**config.mk**
```make
export PLATFORM = sky130hd
export DESIGN_NAME = controlUnit
export DESIGN_NICKNAME = d
export VERILOG_FILES = /design/src/common/controlPkg.sv /design/src/source/conditionEvaluator.sv /design/src/source/instructionDecoder.sv /design/src/source/phaseSequencer.sv /design/src/source/controlUnit.sv
export SDC_FILE = /design/constraint.sdc
export NUM_CORES = 1
export LEC_CHECK = 0
export ABC_AREA = 1
export BUFFER_PORTS_ARGS = -buffer_cell sky130_fd_sc_hd__clkbuf_2
export CAP_MARGIN = 30
export CORE_MARGIN = 5
export CORE_UTILIZATION = 42
export DETAILED_ROUTE_END_ITERATION = 6
export GPL_TIMING_DRIVEN = 0
export PLACE_DENSITY_LB_ADDON = 0.12
export SLEW_MARGIN = 25
export SYNTH_ARGS = -nofsm -noshare
export SYNTH_HDL_FRONTEND = slang
export SYNTH_HIERARCHICAL = 1
export SYNTH_SLANG_ARGS = --single-unit
```
**constraint.sdc**
```tcl
create_clock -name clock -period 0.95 [get_ports clock]
set_input_delay 0 -clock clock [delete_from_list [all_inputs] [get_ports clock]]
set_output_delay 0 -clock clock [all_outputs]
set_load 0.05 [all_outputs]
```
**src/common/controlPkg.sv**
```systemverilog
package controlPkg;

    localparam int instructionWidth = 16;
    localparam int opcodeWidth = 4;
    localparam int extensionWidth = 4;
    localparam int registerIndexWidth = 4;
    localparam int conditionWidth = 4;
    localparam int flagCount = 5;

    // Bit positions inside the processor status register
    localparam int carryFlag = 0;
    localparam int lowFlag = 1;
    localparam int userFlag = 2;
    localparam int zeroFlag = 3;
    localparam int negativeFlag = 4;

    localparam int opcodeField = 12;
    localparam int extensionField = 4;
    localparam int targetField = 8; // Rdest, also the condition code

    typedef logic [instructionWidth-1:0] instructionT;
    typedef logic [registerIndexWidth-1:0] registerIndexT;
    typedef logic [flagCount-1:0] statusFlagsT;
    typedef logic [conditionWidth-1:0] conditionT;

    typedef enum logic [1:0] {
        fetchPhase,
        decodePhase,
        executePhase,
        writeBackPhase
    } phaseT;

    typedef enum logic [1:0] {
        upperImmediate = 2'd0,
        signedImmediate = 2'd1,
        unsignedImmediate = 2'd2,
        zeroImmediate = 2'd3 // Hard zero for jumps
    } immediateKindT;

    typedef enum logic [1:0] {
        noBranch,
        conditionalBranch,
        alwaysBranch
    } branchKindT;

    localparam logic [opcodeWidth-1:0] rTypeOp = 4'b0000;
    localparam logic [opcodeWidth-1:0] andiOp = 4'b0001;
    localparam logic [opcodeWidth-1:0] oriOp = 4'b0010;
    localparam logic [opcodeWidth-1:0] xoriOp = 4'b0011;
    localparam logic [opcodeWidth-1:0] memoryOp = 4'b0100; // Loads, stores, jumps
    localparam logic [opcodeWidth-1:0] addiOp = 4'b0101;
    localparam logic [opcodeWidth-1:0] adduiOp = 4'b0110;
    localparam logic [opcodeWidth-1:0] addciOp = 4'b0111;
    localparam logic [opcodeWidth-1:0] shiftOp = 4'b1000;
    localparam logic [opcodeWidth-1:0] subiOp = 4'b1001;
    localparam logic [opcodeWidth-1:0] subciOp = 4'b1010;
    localparam logic [opcodeWidth-1:0] cmpiOp = 4'b1011;
    localparam logic [opcodeWidth-1:0] bcondOp = 4'b1100;
    localparam logic [opcodeWidth-1:0] moviOp = 4'b1101;
    localparam logic [opcodeWidth-1:0] muliOp = 4'b1110;
    localparam logic [opcodeWidth-1:0] luiOp = 4'b1111;

    localparam logic [extensionWidth-1:0] compareExt = 4'b1011;
    localparam logic [extensionWidth-1:0] loadExt = 4'b0000;
    localparam logic [extensionWidth-1:0] storeExt = 4'b0100;
    localparam logic [extensionWidth-1:0] jcondExt = 4'b1100;
    localparam logic [extensionWidth-1:0] jalExt = 4'b1000;
    localparam logic [extensionWidth-1:0] lshExt = 4'b0100;
    localparam logic [extensionWidth-1:0] ashExt = 4'b0110;

    localparam conditionT EQ = 4'b0000;
    localparam conditionT NE = 4'b0001;
    localparam conditionT CS = 4'b0010;
    localparam conditionT CC = 4'b0011;
    localparam conditionT HI = 4'b0100;
    localparam conditionT LS = 4'b0101;
    localparam conditionT GT = 4'b0110;
    localparam conditionT LE = 4'b0111;
    localparam conditionT FS = 4'b1000;
    localparam conditionT FC = 4'b1001;
    localparam conditionT LO = 4'b1010;
    localparam conditionT HS = 4'b1011;
    localparam conditionT LT = 4'b1100;
    localparam conditionT GE = 4'b1101;
    localparam conditionT UC = 4'b1110;
    localparam conditionT NJ = 4'b1111;

endpackage

```
**src/source/conditionEvaluator.sv**
```systemverilog
`timescale 1ns/1ps

module conditionEvaluator import controlPkg::*; (
    input  conditionT   condition,
    input  statusFlagsT statusFlags,
    output logic        conditionMet
);

    logic carry;
    logic low;
    logic user;
    logic zero;
    logic negative;

    assign carry = statusFlags[carryFlag];
    assign low = statusFlags[lowFlag];
    assign user = statusFlags[userFlag];
    assign zero = statusFlags[zeroFlag];
    assign negative = statusFlags[negativeFlag];

    always_comb begin
        case (condition)
            EQ: conditionMet = zero;
            NE: conditionMet = !zero;
            CS: conditionMet = carry;
            CC: conditionMet = !carry;
            HI: conditionMet = low;
            LS: conditionMet = !low;
            GT: conditionMet = negative;
            LE: conditionMet = !negative;
            FS: conditionMet = user;
            FC: conditionMet = !user;
            LO: conditionMet = !low && !zero;
            HS: conditionMet = low || zero;
            LT: conditionMet = !negative && !zero;
            GE: conditionMet = zero || negative;
            UC: conditionMet = 1'b1; // Unconditional
            NJ: conditionMet = 1'b0; // Never jump
            default: conditionMet = 1'b0;
        endcase
    end

endmodule

```
**src/source/instructionDecoder.sv**
```systemverilog
`timescale 1ns/1ps

module instructionDecoder import controlPkg::*; (
    input  logic [opcodeWidth-1:0]    opcode,
    input  logic [extensionWidth-1:0] extension,
    output logic                      useImmediate,
    output logic                      sourceIsPc,
    output logic                      writesRegister,
    output logic                      writesMemory,
    output logic                      readsMemory,
    output logic                      skipsWriteBack,
    output immediateKindT             immediateKind,
    output branchKindT                branchKind
);

    always_comb begin
        useImmediate = 1'b0;
        sourceIsPc = 1'b0;
        writesRegister = 1'b0;
        writesMemory = 1'b0;
        readsMemory = 1'b0;
        skipsWriteBack = 1'b0;
        immediateKind = upperImmediate;
        branchKind = noBranch;
        case (opcode)
            rTypeOp: begin
                if (extension == compareExt) begin
                    skipsWriteBack = 1'b1; // CMP only sets flags
                end else begin
                    writesRegister = 1'b1;
                end
            end
            andiOp, oriOp, xoriOp, moviOp: begin
                useImmediate = 1'b1;
                immediateKind = unsignedImmediate;
                writesRegister = 1'b1;
            end
            addiOp, subiOp: begin
                useImmediate = 1'b1;
                immediateKind = signedImmediate;
                writesRegister = 1'b1;
            end
            cmpiOp: begin
                useImmediate = 1'b1;
                immediateKind = signedImmediate;
                skipsWriteBack = 1'b1;
            end
            luiOp: begin
                useImmediate = 1'b1;
                immediateKind = upperImmediate;
                writesRegister = 1'b1;
            end
            shiftOp: begin
                writesRegister = 1'b1;
                if ((extension != lshExt) && (extension != ashExt)) begin
                    useImmediate = 1'b1; // LSHI, ASHUI
                    immediateKind = upperImmediate;
                end
            end
            memoryOp: begin
                case (extension)
                    loadExt: begin
                        readsMemory = 1'b1;
                        writesRegister = 1'b1;
                    end
                    storeExt: begin
                        writesMemory = 1'b1;
                    end
                    jcondExt: begin
                        useImmediate = 1'b1;
                        immediateKind = zeroImmediate;
                        branchKind = conditionalBranch;
                    end
                    jalExt: begin
                        useImmediate = 1'b1;
                        immediateKind = zeroImmediate;
                        branchKind = alwaysBranch; // No link register write
                    end
                    default: begin
                        // Unused extension, no-op
                    end
                endcase
            end
            bcondOp: begin
                sourceIsPc = 1'b1; // PC plus displacement
                useImmediate = 1'b1;
                immediateKind = upperImmediate;
                branchKind = conditionalBranch;
            end
            adduiOp, addciOp, subciOp, muliOp: begin
                // Not implemented, runs as a no-op
            end
            default: begin
                // All opcodes are listed above
            end
        endcase
    end

endmodule

```
**src/source/phaseSequencer.sv**
```systemverilog
`timescale 1ns/1ps

module phaseSequencer import controlPkg::*; (
    input  logic          clock,
    input  logic          reset,
    input  logic          decodedImmediate,
    input  immediateKindT decodedKind,
    input  logic          sourceIsPc,
    input  logic          writesRegister,
    input  logic          writesMemory,
    input  logic          readsMemory,
    input  logic          skipsWriteBack,
    input  branchKindT    branchKind,
    input  logic          conditionMet,
    input  registerIndexT destination,
    output logic          instructionLoad,
    output logic          memoryRead,
    output logic          aluEnable,
    output logic          useImmediate,
    output immediateKindT immediateKind,
    output logic          aluSourceIsPc,
    output logic          pcEnable,
    output logic          pcWrite,
    output logic          registerWriteEnable,
    output registerIndexT registerWriteAddress,
    output logic          memoryWrite,
    output logic          memoryAddressFromAlu,
    output logic          writeBackFromMemory
);

    phaseT phase;
    phaseT nextPhase;
    logic takeBranch;

    always_ff @(posedge clock) begin
        if (!reset) begin
            phase <= fetchPhase;
        end else begin
            phase <= nextPhase;
        end
    end

    // Compares have nothing to write, so they finish after execute
    always_comb begin
        case (phase)
            fetchPhase: nextPhase = decodePhase;
            decodePhase: nextPhase = executePhase;
            executePhase: nextPhase = skipsWriteBack ? fetchPhase : writeBackPhase;
            default: nextPhase = fetchPhase;
        endcase
    end

    assign takeBranch = (branchKind == alwaysBranch)
                        || ((branchKind == conditionalBranch) && conditionMet);

    always_comb begin
        instructionLoad = 1'b0;
        memoryRead = 1'b0;
        aluEnable = 1'b0;
        useImmediate = 1'b0;
        immediateKind = upperImmediate;
        aluSourceIsPc = 1'b0;
        pcEnable = 1'b0;
        pcWrite = 1'b0;
        registerWriteEnable = 1'b0;
        registerWriteAddress = '0;
        memoryWrite = 1'b0;
        memoryAddressFromAlu = 1'b0;
        writeBackFromMemory = 1'b0;
        case (phase)
            fetchPhase: begin
                instructionLoad = 1'b1; // Latch the word into the IR
                memoryRead = 1'b1;
            end
            executePhase: begin
                aluEnable = 1'b1;
                useImmediate = decodedImmediate;
                immediateKind = decodedKind;
                aluSourceIsPc = sourceIsPc;
                pcEnable = skipsWriteBack; // Last phase of a compare
            end
            writeBackPhase: begin
                pcEnable = 1'b1;
                pcWrite = takeBranch; // Otherwise the PC increments
                registerWriteEnable = writesRegister;
                registerWriteAddress = writesRegister ? destination : '0;
                memoryWrite = writesMemory;
                memoryAddressFromAlu = readsMemory;
                writeBackFromMemory = readsMemory; // Load result into the register file
            end
            default: begin
                // Decode only waits for the operands
            end
        endcase
    end

endmodule

```
**src/source/controlUnit.sv**
```systemverilog
`timescale 1ns/1ps

module controlUnit import controlPkg::*; (
    input  logic          clock,
    input  logic          reset,
    input  instructionT   instruction,
    input  statusFlagsT   statusFlags,
    output logic          instructionLoad,
    output logic          memoryRead,
    output logic          aluEnable,
    output logic          useImmediate,
    output logic          aluSourceIsPc,
    output logic          pcEnable,
    output logic          pcWrite,
    output logic          registerWriteEnable,
    output logic          memoryWrite,
    output logic          memoryAddressFromAlu,
    output logic          writeBackFromMemory,
    output immediateKindT immediateKind,
    output registerIndexT registerWriteAddress
);

    logic [opcodeWidth-1:0] opcode;
    logic [extensionWidth-1:0] extension;
    conditionT condition;
    registerIndexT destination;

    logic decodedImmediate;
    immediateKindT decodedKind;
    logic sourceIsPc;
    logic writesRegister;
    logic writesMemory;
    logic readsMemory;
    logic skipsWriteBack;
    branchKindT branchKind;
    logic conditionMet;

    assign opcode = instruction[opcodeField +: opcodeWidth];
    assign extension = instruction[extensionField +: extensionWidth];
    assign condition = instruction[targetField +: conditionWidth]; // Shares bits with Rdest
    assign destination = instruction[targetField +: registerIndexWidth];

    instructionDecoder decoder (
        .opcode(opcode),
        .extension(extension),
        .useImmediate(decodedImmediate),
        .sourceIsPc(sourceIsPc),
        .writesRegister(writesRegister),
        .writesMemory(writesMemory),
        .readsMemory(readsMemory),
        .skipsWriteBack(skipsWriteBack),
        .immediateKind(decodedKind),
        .branchKind(branchKind)
    );

    conditionEvaluator evaluator (
        .condition(condition),
        .statusFlags(statusFlags),
        .conditionMet(conditionMet)
    );

    phaseSequencer sequencer (
        .clock(clock),
        .reset(reset),
        .decodedImmediate(decodedImmediate),
        .decodedKind(decodedKind),
        .sourceIsPc(sourceIsPc),
        .writesRegister(writesRegister),
        .writesMemory(writesMemory),
        .readsMemory(readsMemory),
        .skipsWriteBack(skipsWriteBack),
        .branchKind(branchKind),
        .conditionMet(conditionMet),
        .destination(destination),
        .instructionLoad(instructionLoad),
        .memoryRead(memoryRead),
        .aluEnable(aluEnable),
        .useImmediate(useImmediate),
        .immediateKind(immediateKind),
        .aluSourceIsPc(aluSourceIsPc),
        .pcEnable(pcEnable),
        .pcWrite(pcWrite),
        .registerWriteEnable(registerWriteEnable),
        .registerWriteAddress(registerWriteAddress),
        .memoryWrite(memoryWrite),
        .memoryAddressFromAlu(memoryAddressFromAlu),
        .writeBackFromMemory(writeBackFromMemory)
    );

endmodule

```
==> flow_metrics.py, run 1 <==
metrics = {
    "die": {
        "initial_standard_cell_utilization_of_the_core_pct": 44.1,
        "die_width_um": 49.8,
        "floorplan.io_pins": 40,
        "dieHeight_um": 49.8,
        "rows": 14,
    },
    "grt": {
        "pin_count_of_the_biggest_net_entering_global_routing": 8,
        "antenna_found_initial": 0,
    },
    "synth": {
        "syn_inst": 145,
        "yosys_register_bits": 2,
        "yosysUniqueCellTypes": 18,
        "synth_fp_nets": 168,
        "netlist_area_sq_um": 664,
        "seq_area_frac_synth_pct": 6.03,
        "yosysWarningCount": 6,
        "syn-mean-instance-area_sq_um": 4.58,
    },
    "cts": {
        "cts-root-to-sink-buffers": 2,
        "htree_depth": 1,
        "cts_made_buffers": 3,
        "cts.sinks": 2,
        "clock_tree.root_cell": "clkbuf_4",
    },
    "run_status": {
        "toolErrorMsg": "[ERROR DPL-0033] detailed placement checks failed during check placement.",
        "flow.stopped_at": "global routing",
        "result_of_the_run": "aborted with a tool error",
    },
    "placement": {
        "dpl.hpwl_mm": 1.67,
        "io_buffers": 35,
        "placement.setup.worst_slack_ns": -0.390,
        "place_congestion": 0.872,
    },
    "timing": {
        "grt_repair_worst_endpoint": "pcWrite",
        "worst-ep-kind": "output port",
    },
}
[per-stage QoR]
step / cells / area (sq um)
floorplan: 145 / 771
global placement: 196 / 966
detailed placement: 196 / 966
CTS: 200 / 1280
[cell usage after synthesis, drive strengths merged]
master	n	area, sq um
inv	28	105
dfxtp	2	40.0
o21ai	3	15.0
a21oi	2	13.8
o31ai	1	7.51
nand2	38	145
nand3b	1	7.51
nand3	20	105
nand4	1	6.26
nor2	46	198
buf	2	15.0
o22ai	1	6.26
[kinds of logic after synthesis]
family,after synthesis,share of synthesized area [%]
and+or+nand+nor,106,69.5
buffers and inverters,30,18.1
AOI/OAI and AO/OA,7,6.40
DFF,2,6.03
[what timing repair did]
item | CTS
hold buffers | 1
buffers inserted | 0
endpoints found under the hold margin | 1
endpoints found under the setup margin | 17
pin swaps | 12
resized for setup | 67
==> inputs of run 2 (changes only) <==
- CORE_AREA: not set -> 5 5 66 68
- CORE_MARGIN: 5 -> not set
- CORE_UTILIZATION: 42 -> not set
- DIE_AREA: not set -> 0 0 71 73
- PLACE_DENSITY_LB_ADDON: 0.12 -> 0.15
==> run 2 against run 1 <==
Against the previous run: the flow now finishes, with violations (negative setup slack); synthesized cell count stayed put; synthesized area is the same.
==> flow_metrics.py, run 2 <==
metrics = {
    "timing": {
        "final.setup.tns_ns": -2.08,
        "min_cycle_time_layout_ns": 1.18,
        "relSlewSlack_pct": 77.8,
        "timing_max_transition_violations_final": 0,
        "clock-skew-final_ns": 0.00208,
        "worstMarginPinSlew_ns": 0.331,
        "grt_setup_unrepaired": "yes",
        "finalCritPeriodShare_pct": 124,
        "finalSetupViolations": 18,
        "hold_violations": 0,
        "setup_slack_ns": -0.229,
        "maxClockFrequency_mhz": 848,
    },
    "synth": {
        "yosys_register_bits": 2,
        "synth_flop_cell": "dfxtp_1",
        "syn_inst": 145,
        "seq_area_frac_synth_pct": 6.03,
        "synth_enable_flop_cells": 0,
        "synth.largest_area_cell": "nor2_1",
        "yosysUniqueCellTypes": 18,
        "synth_top_cells_by_count": "nor2_1, nand2_1, inv_1",
        "ys_async_sr_fraction_pct": 0,
        "yosysWarningCount": 6,
        "synth_fp_nets": 168,
        "netlist_area_sq_um": 664,
        "yosysTopAreaCellShare_pct": 22.6,
        "synth.area.top_cells": "nor2_1, nand2_1, nand3_1",
        "post-synth-top-count-cell": "nor2_1",
        "syn-mean-instance-area_sq_um": 4.58,
    },
    "route": {
        "dr.first_iter.drc_count": 43,
        "vias_per_cell": 4.15,
        "detailroute.via_count": 1013,
        "routed_wirelength_mm": 2.54,
        "drt-pass1-iter-count": 4,
        "routedWlPerCell_um": 10.4,
        "drtAntennaViolNets": 0,
        "post-route-drc-count": 0,
    },
    "placement": {
        "dpl.hpwl_mm": 1.84,
        "io_buffers": 35,
        "placement.setup.worst_slack_ns": -0.393,
        "place_congestion": 0.757,
    },
    "final_layout": {
        "reg.largest.list": "sequencer/phase (2)",
        "largest_register_ff_count": 2,
        "antenna_cells": 0,
        "nNetsFinal": 219,
        "syn_to_final_growth_pct": 133,
        "final_layout_size_suffix_gt1_share_pct": 53.1,
        "reg_area_sq_um": 47.5,
        "mostFrequentLayoutCells": "nand2_1, nor2_4, inv_1",
        "nFillCells": 422,
        "registers.top_by_ff_count": "sequencer/phase",
        "multiInputGateArea_sq_um": 742,
        "final_common_cell": "nand2_1",
    },
    "pwr": {
        "power.density_cell_area_nw_per_um2": 765,
        "irDropWorstVdd_v": 0.000304,
        "cellLeakagePower_nw": 0.704,
    },
    "cts": {
        "worst_skew_pair.late_latency_ns": 0.21,
        "htree_depth": 1,
        "cts.sinks": 2,
        "clock_tree.root_cell": "clkbuf_8",
        "cts-root-to-sink-buffers": 2,
        "cts_tree": "built",
        "cts_made_buffers": 3,
    },
    "critical_path": {
        "critical_path.max_fanout": 5,
        "timing.setup.critical_path_class": "primary input to output port",
        "timing.critical_path.to_type": "output port",
        "critical_path_buffer_and_inverter_count": 4,
        "critical-path-slowest-cell": "buf_8",
        "critPathMaxStageDelay_ns": 0.15,
        "cell_type_group_with_the_largest_total_delay_on_the_critical_path": "simple AND/OR/NAND/NOR gates",
        "timing.critical_path.mode_cell": "nand3_1",
        "crit_path_cells": "clkbuf_16 -> inv_8 -> nor2_4 -> buf_6 -> nand3_1 -> nand3_1 -> nand2_1 -> nand3_1 -> nor2_1 -> nor2_1 -> a21oi_2 -> nor2_4 -> buf_8",
        "worst_endpoint_required_time_ns": 0.95,
        "startpoint_type": "primary input",
        "arrival_ns": 1.18,
    },
    "grt": {
        "grt_use_total_pct": 9.78,
        "via_count_of_the_first_global_routing_pass": 986,
        "antenna_found_initial": 0,
        "pin_count_of_the_biggest_net_entering_global_routing": 8,
        "grt.overflow.total": 0,
        "grt_first_pass_wirelength_mm": 4.22,
    },
    "run_status": {
        "failed_checks": "negative setup slack",
        "result_of_the_run": "finished with violations",
    },
    "die": {
        "initial_standard_cell_utilization_of_the_core_pct": 17.5,
        "core_area_sq_um": 3800,
        "rows": 23,
        "floorplan.io_pins": 40,
        "dieHeight_um": 73,
        "die_area_sq_um": 5180,
        "die_width_um": 71,
    },
    "worst_hold_path": {
        "worstHoldPathType": "primary input to output port",
    },
    "job": {
        "drv_cap": 0,
    },
}
## run 2: cell counts after synthesis
Identical to the previous run, type by type.
## run 2: per-layer routing
metal  GRT usage, %  up-vias  wire length (um)
li1               -      541                 -
met1           11.3      439              1040
met2           18.5       33              1330
met3           1.65        0               163
met4           2.51        0                 0
met5              0        -                 0
## run 2: report_power, final
part	total [mW]	switching, mW	internal, mW	leakage [nW]
sequential	0.123	0.0278	0.0954	0.0178
clock	0.331	0.0637	0.268	0.0216
combinational	0.730	0.416	0.313	0.665
## run 2: final cells by class
| type | instances | share of cell area (%) |
|---|---|---|
| Multi-Input combinational cell | 113 | 47.9 |
| Timing Repair Buffer | 46 | 33.3 |
| Inverter | 28 | 7.59 |
| Tap cell | 50 | 4.04 |
| Sequential cell | 2 | 3.07 |
| Clock buffer | 3 | 2.67 |
| Buffer | 2 | 1.45 |
## run 2: per-stage QoR
step	instances	total power [mW]	utilization [%]	cell area (sq um)	hold slack, ns
6_report	244	1.18	40.8	1550	0.377
5_1_grt	244	1.26	40.8	1550	0.391
3_3_place_gp	230	0.596	26.5	1010	0.215
2_1_floorplan	145	0.456	-	771	0.105
4_1_cts	235	1.09	36.8	1400	0.407
3_5_place_dp	230	0.588	26.5	1010	0.209
## run 2: worst paths after layout
kind              depth (start not counted)               start                      end  slack (ns)
setup / recovery                         13      instruction[8]                  pcWrite       -0.23
hold / removal                            4      instruction[9]  registerWriteAddress[1]        0.38
setup reg to reg                          5  sequencer/phase[0]       sequencer/phase[0]       -0.03
hold reg to reg                           2  sequencer/phase[0]       sequencer/phase[1]        0.62
## run 2: worst register-to-register path: stages (launching register included)
cell     delay, ns
dfxtp_4       0.37
buf_4         0.15
nor2_4        0.15
buf_4         0.13
nor2_1        0.03
nor2_1        0.07
## run 2: kinds of logic (layout without fill, tap and decap cells)
kind of cell	Yosys count	count (layout)	share of synthesized area, %
AOI/OAI and AO/OA	7	7	6.40
and+or+nand+nor	106	106	69.5
DFF	2	2	6.03
buffers and inverters	30	79	18.1
## run 2: timing repair
item / CTS / global route
pin swaps: 13 / 16
hold buffers: 1 / 0
endpoints found under the setup margin: 17 / 17
resized for setup: 75 / 36
endpoints found under the hold margin: 1 / 0
buffers inserted: 1 / 9
No activity file was read; power rests on OpenSTA's default activity.
==> inputs of run 3 (changes only) <==
- CTS_CLUSTER_SIZE: not set -> 24
- REMOVE_ABC_BUFFERS: not set -> 1
==> run 3 against run 2 <==
Against the previous run: die area unchanged; hold slack worse by 0.011 ns; cell count down 1.2%; non-clock buffer count down 3; clock skew up 0.00062 ns; clock power up 2%; via count down 1.3%; the flow still finishes with violations (negative setup slack); setup slack better by 0.037 ns; final area down 1.1%; utilization down 0.43 points; sequential share of layout area about the same; sequential power about the same; largest power group unchanged.
==> flow_metrics.py, run 3 (same netlist as run 2, synthesis figures left out) <==
metrics = {
    "critical_path": {
        "timing.setup.critical_path_class": "primary input to output port",
        "crit-reg2reg-launch": "sequencer/phase[1]",
        "timing.critical_path.to_type": "output port",
        "critical_path_buffer_and_inverter_count": 2,
        "worstSetupStartpoint": "instruction[9]",
        "critPathMaxStageDelay_ns": 0.17,
        "crit_path_cells": "buf_12 -> nor2_4 -> nand2_1 -> nand2_1 -> nand3_1 -> nand2_1 -> nand3_1 -> nor2_1 -> nor2_1 -> a21oi_1 -> nor2_1 -> clkbuf_8",
        "critical_path.max_fanout": 6,
        "critical-path-slowest-cell": "clkbuf_8",
        "arrival_ns": 1.14,
        "startpoint_type": "primary input",
        "cell_type_group_with_the_largest_total_delay_on_the_critical_path": "simple AND/OR/NAND/NOR gates",
        "worst_endpoint_required_time_ns": 0.95,
    },
    "grt": {
        "grt_use_total_pct": 9.12,
        "grt.overflow.total": 0,
        "antenna_found_initial": 0,
        "pin_count_of_the_biggest_net_entering_global_routing": 8,
        "via_count_of_the_first_global_routing_pass": 874,
        "grt_first_pass_wirelength_mm": 3.90,
    },
    "worst_hold_path": {
        "worstHoldPathType": "primary input to output port",
        "timing.hold.worst.start": "instruction[8]",
    },
    "route": {
        "routed_wirelength_mm": 2.60,
        "drt-pass1-iter-count": 4,
        "vias_per_cell": 4.15,
        "post-route-drc-count": 0,
        "dr.first_iter.drc_count": 26,
        "routedWlPerCell_um": 10.8,
        "drtAntennaViolNets": 0,
        "detailroute.via_count": 1000,
    },
    "cts": {
        "cts_tree": "built",
        "clock_tree.root_cell": "clkbuf_8",
        "cts-root-to-sink-buffers": 2,
        "cts.sinks": 2,
        "htree_depth": 1,
        "cts_made_buffers": 3,
        "worst_skew_pair.late_latency_ns": 0.21,
    },
    "final_layout": {
        "syn_to_final_growth_pct": 131,
        "reg_area_sq_um": 47.5,
        "multiInputGateArea_sq_um": 739,
        "largest_register_ff_count": 2,
        "mostFrequentLayoutCells": "nand2_1, nor2_4, inv_1",
        "final_layout_size_suffix_gt1_share_pct": 51.8,
        "nFillCells": 408,
        "registers.top_by_ff_count": "sequencer/phase",
        "final_common_cell": "nand2_1",
        "nNetsFinal": 216,
        "antenna_cells": 0,
        "reg.largest.list": "sequencer/phase (2)",
    },
    "timing": {
        "min_cycle_time_layout_ns": 1.14,
        "hold-worst-slack_ns": 0.366,
        "relSlewSlack_pct": 83.5,
        "setup_slack_ns": -0.193,
        "maxClockFrequency_mhz": 875,
        "clock-skew-final_ns": 0.00271,
        "final.setup.tns_ns": -2.17,
        "grt_setup_unrepaired": "yes",
        "worstMarginPinSlew_ns": 0.247,
        "finalCritPeriodShare_pct": 120,
        "hold_violations": 0,
        "finalSetupViolations": 17,
        "timing_max_transition_violations_final": 0,
    },
    "die": {
        "die_width_um": 71,
        "initial_standard_cell_utilization_of_the_core_pct": 17.5,
        "floorplan.io_pins": 40,
        "dieHeight_um": 73,
        "core_area_sq_um": 3800,
        "die_area_sq_um": 5180,
        "rows": 23,
    },
    "placement": {
        "placement.setup.worst_slack_ns": -0.411,
        "dpl.hpwl_mm": 1.78,
        "place_congestion": 0.811,
        "io_buffers": 35,
    },
    "job": {
        "drv_cap": 0,
    },
    "pwr": {
        "finalPower_mw": 1.18,
        "irDropWorstVdd_v": 0.000841,
        "power.density_cell_area_nw_per_um2": 771,
        "cellLeakagePower_nw": 0.687,
    },
    "run_status": {
        "failed_checks": "negative setup slack",
        "result_of_the_run": "finished with violations",
    },
}
## run 3: repair_timing
item / 4_1_cts / 5_1_grt
gates resized for setup: 87 / 56
hold buffers: 1 / 0
setup endpoints to repair: 17 / 18
endpoints found under the hold margin: 1 / 0
pin swaps: 14 / 20
setup buffers: 4 / 6
## run 3: cell type report
type	instances	area share, %
Multi-Input combinational cell	113	48.2
Sequential cell	2	3.10
Tap cell	50	4.08
Inverter	28	7.35
Timing Repair Buffer	45	34.5
Clock buffer	3	2.69
## run 3: worst paths after layout
kind	to	slack [ns]	cells past startpoint
max	pcWrite	-0.19	12
min	registerWriteAddress[0]	0.37	4
max reg2reg	sequencer/phase[1]	0.04	5
min reg2reg	sequencer/phase[1]	0.69	2
## run 3: power breakdown
group	total, mW	internal (mW)	leakage, nW	switching, mW
sequential	0.122	0.0953	0.0178	0.0267
combinational	0.724	0.309	0.648	0.414
clock	0.336	0.268	0.0216	0.0676
total	1.18	0.673	0.687	0.508
## run 3: worst reg2reg max path: cells and delay by family, from the launching register on
family / cells / cell delay (ns)
buffers and inverters: 3 / 0.26
AND/OR/NAND/NOR: 2 / 0.16
flip-flops: 1 / 0.38
## run 3: per-stage QoR
step                instances  area [sq um]  util, %
floorplan                 143           649        -
global placement          228           887     23.4
detailed placement        228           887     23.4
CTS                       236          1330     35.0
global route              241          1530     40.3
finish                    241          1530     40.3
## run 3: routing by layer
| metal | share of wire (%) | track usage [%] | wire length (um) |
|---|---|---|---|
| met1 | 40 | 10.7 | 1040 |
| met2 | 55 | 17.1 | 1440 |
| met3 | 4.2 | 1.79 | 108 |
| met4 | 0.42 | 1.88 | 11 |
| met5 | 0 | 0 | 0 |
